$ cat src/hw/axi_demux_pkg.sv
`default_nettype none

package axi_demux_pkg;

  // ------------------------------------------------------------
  // Sizes
  // ------------------------------------------------------------
  localparam int unsigned NUM_MST_PORTS = 4;
  localparam int unsigned SEL_WIDTH     = 2;
  localparam int unsigned ID_WIDTH      = 4;
  // Lower ID bits that get their own in-flight counter
  localparam int unsigned LOOK_BITS     = 2;
  localparam int unsigned ADDR_WIDTH    = 32;
  localparam int unsigned DATA_WIDTH    = 32;
  localparam int unsigned LEN_WIDTH     = 8;
  // Depth of the W select FIFO
  localparam int unsigned MAX_TRANS     = 4;
  localparam int unsigned CNT_WIDTH     = 2;

  typedef logic [SEL_WIDTH-1:0] sel_t;
  typedef logic [LOOK_BITS-1:0] look_id_t;

  // ------------------------------------------------------------
  // Channel payloads
  // ------------------------------------------------------------
  typedef struct packed {
    logic [ID_WIDTH-1:0]   id;
    logic [ADDR_WIDTH-1:0] addr;
    logic [LEN_WIDTH-1:0]  len;
  } aw_chan_t;

  typedef struct packed {
    logic [ID_WIDTH-1:0]   id;
    logic [ADDR_WIDTH-1:0] addr;
    logic [LEN_WIDTH-1:0]  len;
  } ar_chan_t;

  typedef struct packed {
    logic [DATA_WIDTH-1:0] data;
    logic                  last;
  } w_chan_t;

  typedef struct packed {
    logic [ID_WIDTH-1:0] id;
    logic [1:0]          resp;
  } b_chan_t;

  typedef struct packed {
    logic [ID_WIDTH-1:0]   id;
    logic [DATA_WIDTH-1:0] data;
    logic [1:0]            resp;
    logic                  last;
  } r_chan_t;

  // Request and response bundles, same shape on both sides
  typedef struct packed {
    aw_chan_t aw;
    logic     aw_valid;
    w_chan_t  w;
    logic     w_valid;
    logic     b_ready;
    ar_chan_t ar;
    logic     ar_valid;
    logic     r_ready;
  } mst_req_t;

  typedef struct packed {
    logic    aw_ready;
    logic    w_ready;
    b_chan_t b;
    logic    b_valid;
    logic    ar_ready;
    r_chan_t r;
    logic    r_valid;
  } mst_resp_t;

endpackage

`default_nettype wire

$ cat src/hw/axi_demux.sv
`timescale 1ns/1ps
`default_nettype none

module axi_demux
  import axi_demux_pkg::*;
(
  input  logic                        clk_i,
  input  logic                        reset_i,
  // Slave side
  input  mst_req_t                    slv_req_i,
  input  sel_t                        slv_aw_select_i,
  input  sel_t                        slv_ar_select_i,
  output mst_resp_t                   slv_resp_o,
  // Master ports
  output mst_req_t  [NUM_MST_PORTS-1:0] mst_reqs_o,
  input  mst_resp_t [NUM_MST_PORTS-1:0] mst_resps_i
);

  sel_t aw_lookup_sel;
  sel_t ar_lookup_sel;
  logic aw_occupied;
  logic ar_occupied;
  logic aw_cnt_full;
  logic ar_cnt_full;
  logic aw_push;
  logic ar_push;
  logic w_fifo_full;
  logic b_pop;
  logic r_pop;

  logic slv_aw_ready;
  logic slv_w_ready;
  logic slv_ar_ready;
  logic slv_b_valid;
  logic slv_r_valid;
  b_chan_t slv_b;
  r_chan_t slv_r;

  logic    [NUM_MST_PORTS-1:0] mst_aw_ready;
  logic    [NUM_MST_PORTS-1:0] mst_aw_valid;
  logic    [NUM_MST_PORTS-1:0] mst_w_ready;
  logic    [NUM_MST_PORTS-1:0] mst_w_valid;
  logic    [NUM_MST_PORTS-1:0] mst_ar_ready;
  logic    [NUM_MST_PORTS-1:0] mst_ar_valid;
  logic    [NUM_MST_PORTS-1:0] mst_b_valid;
  logic    [NUM_MST_PORTS-1:0] mst_b_ready;
  logic    [NUM_MST_PORTS-1:0] mst_r_valid;
  logic    [NUM_MST_PORTS-1:0] mst_r_ready;
  b_chan_t [NUM_MST_PORTS-1:0] mst_b;
  r_chan_t [NUM_MST_PORTS-1:0] mst_r;

  // ------------------------------------------------------------
  // Write path
  // ------------------------------------------------------------
  axi_demux_id_counters u_aw_ids (
    .clk_i             (clk_i),
    .reset_i           (reset_i),
    .lookup_id_i       (slv_req_i.aw.id[LOOK_BITS-1:0]),
    .lookup_sel_o      (aw_lookup_sel),
    .lookup_occupied_o (aw_occupied),
    .full_o            (aw_cnt_full),
    .push_i            (aw_push),
    .push_id_i         (slv_req_i.aw.id[LOOK_BITS-1:0]),
    .push_sel_i        (slv_aw_select_i),
    .pop_i             (b_pop),
    .pop_id_i          (slv_b.id[LOOK_BITS-1:0])
  );

  axi_demux_aw_ctrl u_aw_ctrl (
    .clk_i             (clk_i),
    .reset_i           (reset_i),
    .slv_aw_valid_i    (slv_req_i.aw_valid),
    .slv_aw_sel_i      (slv_aw_select_i),
    .lookup_sel_i      (aw_lookup_sel),
    .lookup_occupied_i (aw_occupied),
    .cnt_full_i        (aw_cnt_full),
    .fifo_full_i       (w_fifo_full),
    .mst_aw_ready_i    (mst_aw_ready),
    .slv_aw_ready_o    (slv_aw_ready),
    .aw_push_o         (aw_push),
    .mst_aw_valid_o    (mst_aw_valid)
  );

  axi_demux_w_route u_w_route (
    .clk_i         (clk_i),
    .reset_i       (reset_i),
    .push_i        (aw_push),
    .push_sel_i    (slv_aw_select_i),
    .slv_w_valid_i (slv_req_i.w_valid),
    .slv_w_last_i  (slv_req_i.w.last),
    .mst_w_ready_i (mst_w_ready),
    .fifo_full_o   (w_fifo_full),
    .slv_w_ready_o (slv_w_ready),
    .mst_w_valid_o (mst_w_valid)
  );

  axi_demux_resp_arb #(
    .payload_t (b_chan_t)
  ) u_b_arb (
    .clk_i         (clk_i),
    .reset_i       (reset_i),
    .mst_valid_i   (mst_b_valid),
    .mst_payload_i (mst_b),
    .mst_ready_o   (mst_b_ready),
    .slv_valid_o   (slv_b_valid),
    .slv_payload_o (slv_b),
    .slv_ready_i   (slv_req_i.b_ready)
  );

  assign b_pop = slv_b_valid && slv_req_i.b_ready;

  // ------------------------------------------------------------
  // Read path
  // ------------------------------------------------------------
  axi_demux_id_counters u_ar_ids (
    .clk_i             (clk_i),
    .reset_i           (reset_i),
    .lookup_id_i       (slv_req_i.ar.id[LOOK_BITS-1:0]),
    .lookup_sel_o      (ar_lookup_sel),
    .lookup_occupied_o (ar_occupied),
    .full_o            (ar_cnt_full),
    .push_i            (ar_push),
    .push_id_i         (slv_req_i.ar.id[LOOK_BITS-1:0]),
    .push_sel_i        (slv_ar_select_i),
    .pop_i             (r_pop),
    .pop_id_i          (slv_r.id[LOOK_BITS-1:0])
  );

  axi_demux_ar_ctrl u_ar_ctrl (
    .clk_i             (clk_i),
    .reset_i           (reset_i),
    .slv_ar_valid_i    (slv_req_i.ar_valid),
    .slv_ar_sel_i      (slv_ar_select_i),
    .lookup_sel_i      (ar_lookup_sel),
    .lookup_occupied_i (ar_occupied),
    .cnt_full_i        (ar_cnt_full),
    .mst_ar_ready_i    (mst_ar_ready),
    .slv_ar_ready_o    (slv_ar_ready),
    .ar_push_o         (ar_push),
    .mst_ar_valid_o    (mst_ar_valid)
  );

  axi_demux_resp_arb #(
    .payload_t (r_chan_t)
  ) u_r_arb (
    .clk_i         (clk_i),
    .reset_i       (reset_i),
    .mst_valid_i   (mst_r_valid),
    .mst_payload_i (mst_r),
    .mst_ready_o   (mst_r_ready),
    .slv_valid_o   (slv_r_valid),
    .slv_payload_o (slv_r),
    .slv_ready_i   (slv_req_i.r_ready)
  );

  // Read counter drops only at the end of a burst
  assign r_pop = slv_r_valid && slv_req_i.r_ready && slv_r.last;

  // ------------------------------------------------------------
  // Bundle packing
  // ------------------------------------------------------------
  for (genvar i = 0; i < NUM_MST_PORTS; i++) begin : gen_unpack
    assign mst_aw_ready[i] = mst_resps_i[i].aw_ready;
    assign mst_w_ready[i]  = mst_resps_i[i].w_ready;
    assign mst_ar_ready[i] = mst_resps_i[i].ar_ready;
    assign mst_b_valid[i]  = mst_resps_i[i].b_valid;
    assign mst_b[i]        = mst_resps_i[i].b;
    assign mst_r_valid[i]  = mst_resps_i[i].r_valid;
    assign mst_r[i]        = mst_resps_i[i].r;
  end

  // Payloads go to every port, only the valids are steered
  always_comb begin
    for (int i = 0; i < NUM_MST_PORTS; i++) begin
      mst_reqs_o[i].aw       = slv_req_i.aw;
      mst_reqs_o[i].aw_valid = mst_aw_valid[i];
      mst_reqs_o[i].w        = slv_req_i.w;
      mst_reqs_o[i].w_valid  = mst_w_valid[i];
      mst_reqs_o[i].b_ready  = mst_b_ready[i];
      mst_reqs_o[i].ar       = slv_req_i.ar;
      mst_reqs_o[i].ar_valid = mst_ar_valid[i];
      mst_reqs_o[i].r_ready  = mst_r_ready[i];
    end
  end

  always_comb begin
    slv_resp_o.aw_ready = slv_aw_ready;
    slv_resp_o.w_ready  = slv_w_ready;
    slv_resp_o.b        = slv_b;
    slv_resp_o.b_valid  = slv_b_valid;
    slv_resp_o.ar_ready = slv_ar_ready;
    slv_resp_o.r        = slv_r;
    slv_resp_o.r_valid  = slv_r_valid;
  end

endmodule

`default_nettype wire

$ cat src/hw/axi_demux_ar_ctrl.sv
`timescale 1ns/1ps
`default_nettype none

module axi_demux_ar_ctrl
  import axi_demux_pkg::*;
(
  input  logic                     clk_i,
  input  logic                     reset_i,
  input  logic                     slv_ar_valid_i,
  input  sel_t                     slv_ar_sel_i,
  input  sel_t                     lookup_sel_i,
  input  logic                     lookup_occupied_i,
  input  logic                     cnt_full_i,
  input  logic [NUM_MST_PORTS-1:0] mst_ar_ready_i,
  output logic                     slv_ar_ready_o,
  output logic                     ar_push_o,
  output logic [NUM_MST_PORTS-1:0] mst_ar_valid_o
);

  logic lock_q;
  logic allow;
  logic ar_valid;
  logic sel_ready;

  assign allow = slv_ar_valid_i && !cnt_full_i &&
                 (!lookup_occupied_i || (lookup_sel_i == slv_ar_sel_i));

  assign ar_valid  = lock_q || allow;
  assign sel_ready = mst_ar_ready_i[slv_ar_sel_i];

  assign slv_ar_ready_o = ar_valid && sel_ready;
  // Read counters count from the transfer on
  assign ar_push_o      = ar_valid && sel_ready;

  always_comb begin
    mst_ar_valid_o = '0;
    if (ar_valid) begin
      mst_ar_valid_o[slv_ar_sel_i] = 1'b1;
    end
  end

  // Hold the offered AR until it is taken
  always_ff @(posedge clk_i) begin
    if (reset_i) begin
      lock_q <= 1'b0;
    end else if (lock_q) begin
      if (sel_ready) begin
        lock_q <= 1'b0;
      end
    end else if (allow && !sel_ready) begin
      lock_q <= 1'b1;
    end
  end

endmodule

`default_nettype wire

$ cat src/hw/axi_demux_aw_ctrl.sv
`timescale 1ns/1ps
`default_nettype none

module axi_demux_aw_ctrl
  import axi_demux_pkg::*;
(
  input  logic                     clk_i,
  input  logic                     reset_i,
  input  logic                     slv_aw_valid_i,
  input  sel_t                     slv_aw_sel_i,
  input  sel_t                     lookup_sel_i,
  input  logic                     lookup_occupied_i,
  input  logic                     cnt_full_i,
  input  logic                     fifo_full_i,
  input  logic [NUM_MST_PORTS-1:0] mst_aw_ready_i,
  output logic                     slv_aw_ready_o,
  output logic                     aw_push_o,
  output logic [NUM_MST_PORTS-1:0] mst_aw_valid_o
);

  logic lock_q;
  logic allow;
  logic aw_valid;
  logic sel_ready;

  // ------------------------------------------------------------
  // Acceptance
  // ------------------------------------------------------------
  // Same ID may only go to the port it is already outstanding at
  assign allow = slv_aw_valid_i && !cnt_full_i && !fifo_full_i &&
                 (!lookup_occupied_i || (lookup_sel_i == slv_aw_sel_i));

  assign aw_valid  = lock_q || allow;
  assign sel_ready = mst_aw_ready_i[slv_aw_sel_i];

  assign slv_aw_ready_o = aw_valid && sel_ready;

  // Counters and W FIFO see the AW on its first offer only
  assign aw_push_o = allow && !lock_q;

  always_comb begin
    mst_aw_valid_o = '0;
    if (aw_valid) begin
      mst_aw_valid_o[slv_aw_sel_i] = 1'b1;
    end
  end

  // Decision stays offered until the selected port takes it
  always_ff @(posedge clk_i) begin
    if (reset_i) begin
      lock_q <= 1'b0;
    end else if (lock_q) begin
      if (sel_ready) begin
        lock_q <= 1'b0;
      end
    end else if (allow && !sel_ready) begin
      lock_q <= 1'b1;
    end
  end

endmodule

`default_nettype wire

$ cat src/hw/axi_demux_id_counters.sv
`timescale 1ns/1ps
`default_nettype none

module axi_demux_id_counters
  import axi_demux_pkg::*;
(
  input  logic     clk_i,
  input  logic     reset_i,
  // Lookup
  input  look_id_t lookup_id_i,
  output sel_t     lookup_sel_o,
  output logic     lookup_occupied_o,
  output logic     full_o,
  // Push on an accepted address
  input  logic     push_i,
  input  look_id_t push_id_i,
  input  sel_t     push_sel_i,
  // Pop on the final response
  input  logic     pop_i,
  input  look_id_t pop_id_i
);

  logic [CNT_WIDTH-1:0] cnt_vec [2**LOOK_BITS];
  sel_t                 sel_vec [2**LOOK_BITS];
  logic [2**LOOK_BITS-1:0] cnt_full;

  assign lookup_sel_o      = sel_vec[lookup_id_i];
  assign lookup_occupied_o = |cnt_vec[lookup_id_i];
  assign full_o            = |cnt_full;

  // ------------------------------------------------------------
  // One up/down counter and stored port per ID
  // ------------------------------------------------------------
  for (genvar i = 0; i < 2**LOOK_BITS; i++) begin : gen_cnt
    logic                 inc;
    logic                 dec;
    logic [CNT_WIDTH-1:0] cnt_q;
    sel_t                 sel_q;

    assign inc = push_i && (push_id_i == look_id_t'(i));
    assign dec = pop_i && (pop_id_i == look_id_t'(i));

    // Push and pop on the same ID leave the count alone
    always_ff @(posedge clk_i) begin
      if (reset_i) begin
        cnt_q <= '0;
      end else if (inc && !dec) begin
        cnt_q <= cnt_q + CNT_WIDTH'(1);
      end else if (dec && !inc) begin
        cnt_q <= cnt_q - CNT_WIDTH'(1);
      end
    end

    // Port is only looked at while the count is nonzero
    always_ff @(posedge clk_i) begin
      if (inc) begin
        sel_q <= push_sel_i;
      end
    end

    assign cnt_vec[i]  = cnt_q;
    assign sel_vec[i]  = sel_q;
    assign cnt_full[i] = &cnt_q;
  end

endmodule

`default_nettype wire

$ cat src/hw/axi_demux_resp_arb.sv
`timescale 1ns/1ps
`default_nettype none

module axi_demux_resp_arb
  import axi_demux_pkg::*;
#(
  parameter type payload_t = b_chan_t
) (
  input  logic                               clk_i,
  input  logic                               reset_i,
  input  logic     [NUM_MST_PORTS-1:0]       mst_valid_i,
  input  payload_t [NUM_MST_PORTS-1:0]       mst_payload_i,
  output logic     [NUM_MST_PORTS-1:0]       mst_ready_o,
  output logic                               slv_valid_o,
  output payload_t                           slv_payload_o,
  input  logic                               slv_ready_i
);

  sel_t prio_q;
  logic lock_q;
  sel_t lock_idx_q;
  sel_t gnt_idx;
  sel_t cand;
  logic found;

  // ------------------------------------------------------------
  // Round-robin pick, starting at the priority pointer
  // ------------------------------------------------------------
  always_comb begin
    gnt_idx = prio_q;
    found   = 1'b0;
    cand    = prio_q;
    for (int i = 0; i < NUM_MST_PORTS; i++) begin
      cand = prio_q + sel_t'(i);
      if (!found && mst_valid_i[cand]) begin
        gnt_idx = cand;
        found   = 1'b1;
      end
    end
    // A held grant wins over the search
    if (lock_q) begin
      gnt_idx = lock_idx_q;
    end
  end

  assign slv_valid_o   = mst_valid_i[gnt_idx];
  assign slv_payload_o = mst_payload_i[gnt_idx];

  always_comb begin
    mst_ready_o = '0;
    mst_ready_o[gnt_idx] = slv_ready_i;
  end

  // ------------------------------------------------------------
  // Lock-in and pointer update
  // ------------------------------------------------------------
  always_ff @(posedge clk_i) begin
    if (reset_i) begin
      prio_q     <= '0;
      lock_q     <= 1'b0;
      lock_idx_q <= '0;
    end else if (slv_valid_o) begin
      if (slv_ready_i) begin
        lock_q <= 1'b0;
        prio_q <= gnt_idx + sel_t'(1);
      end else begin
        lock_q     <= 1'b1;
        lock_idx_q <= gnt_idx;
      end
    end
  end

endmodule

`default_nettype wire

$ cat src/hw/axi_demux_w_route.sv
`timescale 1ns/1ps
`default_nettype none

module axi_demux_w_route
  import axi_demux_pkg::*;
(
  input  logic                     clk_i,
  input  logic                     reset_i,
  input  logic                     push_i,
  input  sel_t                     push_sel_i,
  input  logic                     slv_w_valid_i,
  input  logic                     slv_w_last_i,
  input  logic [NUM_MST_PORTS-1:0] mst_w_ready_i,
  output logic                     fifo_full_o,
  output logic                     slv_w_ready_o,
  output logic [NUM_MST_PORTS-1:0] mst_w_valid_o
);

  typedef logic [$clog2(MAX_TRANS)-1:0] ptr_t;
  typedef logic [$clog2(MAX_TRANS):0]   cnt_t;

  sel_t mem [MAX_TRANS];
  ptr_t wr_ptr_q;
  ptr_t rd_ptr_q;
  cnt_t count_q;
  logic empty;
  logic pop;
  sel_t head_sel;

  assign empty       = (count_q == '0);
  assign fifo_full_o = (count_q == cnt_t'(MAX_TRANS));
  assign head_sel    = mem[rd_ptr_q];

  // ------------------------------------------------------------
  // Beat steering to the port at the FIFO head
  // ------------------------------------------------------------
  always_comb begin
    mst_w_valid_o = '0;
    slv_w_ready_o = 1'b0;
    if (!empty) begin
      mst_w_valid_o[head_sel] = slv_w_valid_i;
      slv_w_ready_o           = mst_w_ready_i[head_sel];
    end
  end

  // Head is done once the last beat has gone
  assign pop = slv_w_valid_i && slv_w_ready_o && slv_w_last_i;

  // ------------------------------------------------------------
  // Select FIFO
  // ------------------------------------------------------------
  always_ff @(posedge clk_i) begin
    if (reset_i) begin
      wr_ptr_q <= '0;
      rd_ptr_q <= '0;
      count_q  <= '0;
    end else begin
      if (push_i) begin
        wr_ptr_q <= wr_ptr_q + ptr_t'(1);
      end
      if (pop) begin
        rd_ptr_q <= rd_ptr_q + ptr_t'(1);
      end
      if (push_i && !pop) begin
        count_q <= count_q + cnt_t'(1);
      end else if (pop && !push_i) begin
        count_q <= count_q - cnt_t'(1);
      end
    end
  end

  always_ff @(posedge clk_i) begin
    if (push_i) begin
      mem[wr_ptr_q] <= push_sel_i;
    end
  end

endmodule

`default_nettype wire

$ cat config.mk
export PLATFORM = sky130hd
export DESIGN_NAME = axi_demux
export DESIGN_NICKNAME = d
export VERILOG_FILES = /design/src/hw/axi_demux_pkg.sv /design/src/hw/axi_demux.sv /design/src/hw/axi_demux_ar_ctrl.sv /design/src/hw/axi_demux_aw_ctrl.sv /design/src/hw/axi_demux_id_counters.sv /design/src/hw/axi_demux_resp_arb.sv /design/src/hw/axi_demux_w_route.sv
export SDC_FILE = /design/constraint.sdc
export NUM_CORES = 1
export LEC_CHECK = 0
export BUFFER_PORTS_ARGS = -buffer_cell sky130_fd_sc_hd__buf_4
export CAP_MARGIN = 5
export CORE_AREA = 2 2 341 343
export CTS_CLUSTER_DIAMETER = 50
export DETAILED_ROUTE_END_ITERATION = 16
export DIE_AREA = 0 0 343 345
export GPL_ROUTABILITY_DRIVEN = 0
export SYNTH_ARGS = -nofsm -noshare
export SYNTH_HDL_FRONTEND = slang
export SYNTH_HIERARCHICAL = 1
export SYNTH_SLANG_ARGS = --single-unit
$ cat constraint.sdc
create_clock -name clk_i -period 4.9 [get_ports clk_i]
set_input_delay 0.735 -clock clk_i [delete_from_list [all_inputs] [get_ports clk_i]]
set_output_delay 0.735 -clock clk_i [all_outputs]
set_load 0.02 [all_outputs]
Yosys cells after proc, flatten, opt, wreduce, memory -nomap -nowiden
Memory sizes are Yosys's and may differ from the RTL's. A register that Yosys moved wholly into a read port is not among the register bits.
Index checks and enable logic that the tools add are counted.

storage, ports and cells
  register bits after elaboration = 51
  memories = 1
  RAM bits = 8
  output and inout bits = 554
  word-level logic and storage cells = 324

operators by class
  reduce and logical (&&, ||, !) cells = 126
  $add $sub $neg = 28
  order comparisons = 20
  equal/unequal tests = 15
  muxes and demuxes = 100
  bitwise gates (word level) = 7

memory list
  memory         words  width  rd ports  clocked after memory_dff  write ports  line                     text
  u_w_route.mem  4      2      1         1                         1            axi_demux_w_route.sv:22  sel_t mem [MAX_TRANS];

operator list
  cell                   number
  $bmux W39 S2           1
  $mux W2                34
  $logic_and A1 B1 Y1    60
  $lt A2 B3 Y1 const B   13
  $mux W39               1
  $mux W1                35
  $logic_not A1 Y1       32
  $add A2 B1 Y2 const B  14
  $bmux W1 S2            13
  $reduce_and A2 Y1      12
  $reduce_bool A2 Y1     9
  $bmux W2 S2            4
  $eq A2 B2 Y1 const B   8
  $sub A2 B1 Y2 const B  8
  $and A4 B4 Y4          3
  $bmux W6 S2            1
  $mux W4                3
  $demux W1 S2           5
  $ge A2 B1 Y1 const B   5
  $add A2 B2 Y2 const B  4
  $eq A2 B1 Y1 const B   4
  $logic_not A2 Y1       4
  $reduce_or A4 Y1       2
  $ge A3 B3 Y1 const B   2
  other kinds (11)       19

Logic depth before layout (Yosys ltp)
  depth in word-level cells = 21
  gate-level depth with buffers = 12
  depth with buffers taken out = 12

Modules after synthesis
The synthesis kept the hierarchy.

modules (own cells, without submodules)
  module                        times used  cells each  seq. area each (µm²)  area an instance (µm²)
  axi_demux                     1           491         0.0                   3,683.5
  axi_demux_id_counters         2           66          400.4                 764.5
  axi_demux_resp_arb (u_r_arb)  1           118         100.1                 1,508.9
  axi_demux_w_route             1           66          420.4                 817.0
  axi_demux_resp_arb (u_b_arb)  1           86          100.1                 691.9
  axi_demux_aw_ctrl             1           18          20.0                  156.4
  axi_demux_ar_ctrl             1           16          20.0                  148.9

Worst setup path after synthesis
OpenSTA, ideal clock, no wires.

  path kind = in2reg
  start = input mst_resps_i[150] (netlist name)
  end = register u_ar_ids.gen_cnt[0].cnt_q[1]
  slack = 1.236 ns
  cell stages on the path = 10
  data required time = 4.830 ns
  arrival time = 3.594 ns
  cell sequence = and3b_1 -> a2111oi_2 -> o31a_1 -> buf_4 -> buf_6 -> mux4_2 -> or3b_2 -> ha_1 -> or3_1 -> a21oi_1

RTL lines
  element               line                         text
  from (decl)           axi_demux.sv:16              input mst_resp_t [NUM_MST_PORTS-1:0] mst_resps_i
  to (signal assigned)  axi_demux_id_counters.sv:48  cnt_q <= cnt_q + CNT_WIDTH'(1);
  to (signal assigned)  axi_demux_id_counters.sv:50  cnt_q <= cnt_q - CNT_WIDTH'(1);
  to (decl)             axi_demux_id_counters.sv:37  logic [CNT_WIDTH-1:0] cnt_q;

==> impl_results.md <==
- Status: complete, no violations
- Initial DRC Count: 202
- Worst EP arrival: 3.44 ns
- Critical Path Start Type: input port
- Crit share post-route: between 80% and 90%
- Post-cts gate resize count: 0
- Die area: around 120000 um2
- MaxCap Viol Count: 0
- EDFF count, synth: 24
- Top Family by Delay on Critical Path: compound AO/OA/AOI/OAI gates
- Maximum VDD drop: 0.274 mV
- CTS Hold Bufs: 0
- Leak: 3.41 nW
- Routed Antenna Nets: 0
- Sink Count: 61
- CTS tree: yes
- Vias per inst: around 2.4
- Most common library cells after synthesis: 492 x buf_4, 46 x mux4_2, 37 x dfxtp_1
- Asr flop ratio synth: 0%
- Skew-Pair Late Insertion Delay: ~0.37 ns
- WL final: 42.5 mm
- Pins Over Slew Limit: 0
- Synthesized area per cell: around 9.2 um2
- Vert. Die Dim: about 350 um
- Layout Cells excl Fill: 2277
- Setup TNS: 0 ns
- Cells after Synth: 927
- Setup violations, final: 0
- Design area: 9350 um2
- Total number of vias: 5549
- Final WS setup: 0.729 ns
- Top-area cell type share of the netlist area: between 40% and 50%
- #FFs+latches synth: 61
- Max Freq: about 240 MHz
- Final hold vios: 0
- Num CTS Buffers: 9
- Initial core utilization: 7.42%
- CTS root buf: clkbuf_16
- Area contributors post-synth: buf_4 43%, mux4_2 12%, dfxtp_1 8.7%, edfxtp_1 8.4%, mux2i_1 3.2%
- CP dominant cell by count: buf_4
- Hold Path Class: reg -> reg
- RSZ-0062 raised after global routing: false
- Clock buffer depth: 2
- FP Rows: 125
- Mapped Area: ~8500 um2
- Ys flop type: dfxtp_1
- Vias in the first global route: 5833
- I/O Pins: approximately 890
- Initial antenna violation count: 6
- WL/cell: 18.7 um
- Area leader, netlist: buf_4
- Crit-path slowest cell: mux4_2
- WP data required: 4.16 ns
- Pre-CTS WS: 0.681 ns
- IO Port Bufs: slightly above 300
- Tmin final: 4.17 ns
- Post-layout util: just over 8%
- Sequential share of the synthesized area: 17.1%
- Post-synthesis net count: ~1300
- Count leader, synth: buf_4
- First-pass GRT wire length: 53.4 mm
- Skew final: 0.0120 ns
- Setup Fix Bufs, Post-CTS: 0
- FILL cells: 13500
- Placed Cells: 2259
- H-tree levels: 3
- CTS clock-pin slew for the worst setup and hold paths: 0.06 ns
- Area Growth Syn to Fin: 9.51%
- First-pass iteration count of the detailed router: 4
- Max incr delay on CP: roughly 0.58 ns
- Least-Margin Pin Slew: roughly 0.82 ns
- Die W: around 340 um
- Number of library cell types mapped by synthesis: 67
- CP Capture Type: output pin
- Share of layout cells above drive strength 1: 54.1%
- Post-DP HPWL: 38.0 mm
- CP Max Fanout: 25
- Ys Warns: 6
- Final nets: 1092
- GRT Residual Overflow: 0
- Drc violations: 0
- Total track usage: 6.89%
- Core area: 115000 um2
- Max transition margin: between 40% and 50%
- CP cell instances: buf_4, and3b_1, a2111oi_2, o31a_2, buf_4, mux4_2, buf_4
- Largest net degree at the start of global routing: 39
- Kind of critical path: in -> out
- CP Buf/Inv Count: 3
- Pwr per Cell Area: roughly 540 nW/um2
- Placed inst area: 9040 um2
-- worst reg2reg max path: stages, from the launching register on --
cell	delay [ns]
dfxtp_1	0.45
nor3_1	0.11
a2111oi_2	0.52
o31a_2	0.52
mux4_2	0.65
or3b_2	0.49
ha_1	0.32
or3_1	0.36
a21oi_1	0.15
-- sequential cells by signal (all words and copies together) (netlist names), named ones only --
signal and count:
u_w_route/mem 8, u_b_arb/lock_q 1, u_aw_ctrl/lock_q 1, u_w_route/count_q 3, u_r_arb/lock_q 1, u_ar_ctrl/lock_q 1, u_w_route/wr_ptr_q 2, u_aw_ids/gen_cnt.cnt_q 8
u_aw_ids/gen_cnt.sel_q 8, u_ar_ids/gen_cnt.sel_q 8, u_w_route/rd_ptr_q 2, u_ar_ids/gen_cnt.cnt_q 8, u_r_arb/lock_idx_q 2, u_r_arb/prio_q 2, u_b_arb/prio_q 2, u_b_arb/lock_idx_q 2
-- through the flow --
| step | hold slack [ns] | power [mW] |
|---|---|---|
| 2_1_floorplan | 0.460 | 3.40 |
| 3_3_place_gp | 0.482 | 4.55 |
| 3_5_place_dp | 0.495 | 4.57 |
| 4_1_cts | 0.503 | 5.31 |
| 5_1_grt | 0.526 | 5.57 |
| 6_report | 0.506 | 5.06 |
-- routing by layer --
layer	vias to the layer above	track usage, %	part of all wire, %
li1	2321	-	-
met1	2565	7.06	36
met2	577	9.99	42
met3	86	6.04	19
met4	0	2.51	3.7
met5	-	0.327	0
-- power breakdown --
part | switching, mW | total (mW) | internal [mW]
sequential | 0.149 | 0.802 | 0.653
combinational | 2.12 | 3.58 | 1.46
clock | 0.280 | 0.684 | 0.404
total | 2.55 | 5.06 | 2.52
-- final cells by class --
class	instances	area, um2	share of cell area, %
antenna	2	5.00	0.0535
clock buffer	13	282	3.01
clock inverter	3	23.8	0.254
inverter	12	45.0	0.482
multi-input combinational	347	3260	34.9
sequential	61	1460	15.6
tap	1524	1910	20.4
timing repair buffer	315	2360	25.3
-- logic make-up after synthesis --
kind of cell / synth area share, %
AO/OA/AOI/OAI: 6.95
flip-flops: 17.1
multiplexers: 16.1
AND/OR/NAND/NOR: 10.1
XOR/XNOR: 2.67
adder cells (fa/ha/maj): 2.14
buffers and inverters: 44.9
-- layout by cell type (no fill, tap or decap), types with 16 or more instances in the layout --
cell type and instances:
edfxtp_1 24, mux4_2 46, xor2_1 19, a21oi_1 25, mux2i_1 27, buf_4 315
nor2_1 34, dfxtp_1 37, o21ai_0 16, nand2_1 20
-- final timing paths --
check	start	depth (start not counted)	to	slack, ns
max	mst_resps_i[150]	7	slv_resp_o[27]	0.73
min	u_aw_ids/gen_cnt[2].cnt_q[1]$_SDFFE_PP0P_	2	u_aw_ids/gen_cnt[2].cnt_q[1]$_SDFFE_PP0P_	0.51
max reg2reg	u_r_arb/prio_q[1]$_SDFFE_PP0P_	8	u_ar_ids/gen_cnt[0].cnt_q[1]$_SDFFE_PP0P_	1.26
min reg2reg	u_aw_ids/gen_cnt[2].cnt_q[1]$_SDFFE_PP0P_	2	u_aw_ids/gen_cnt[2].cnt_q[1]$_SDFFE_PP0P_	0.51
No activity file was read; power rests on OpenSTA's default activity.
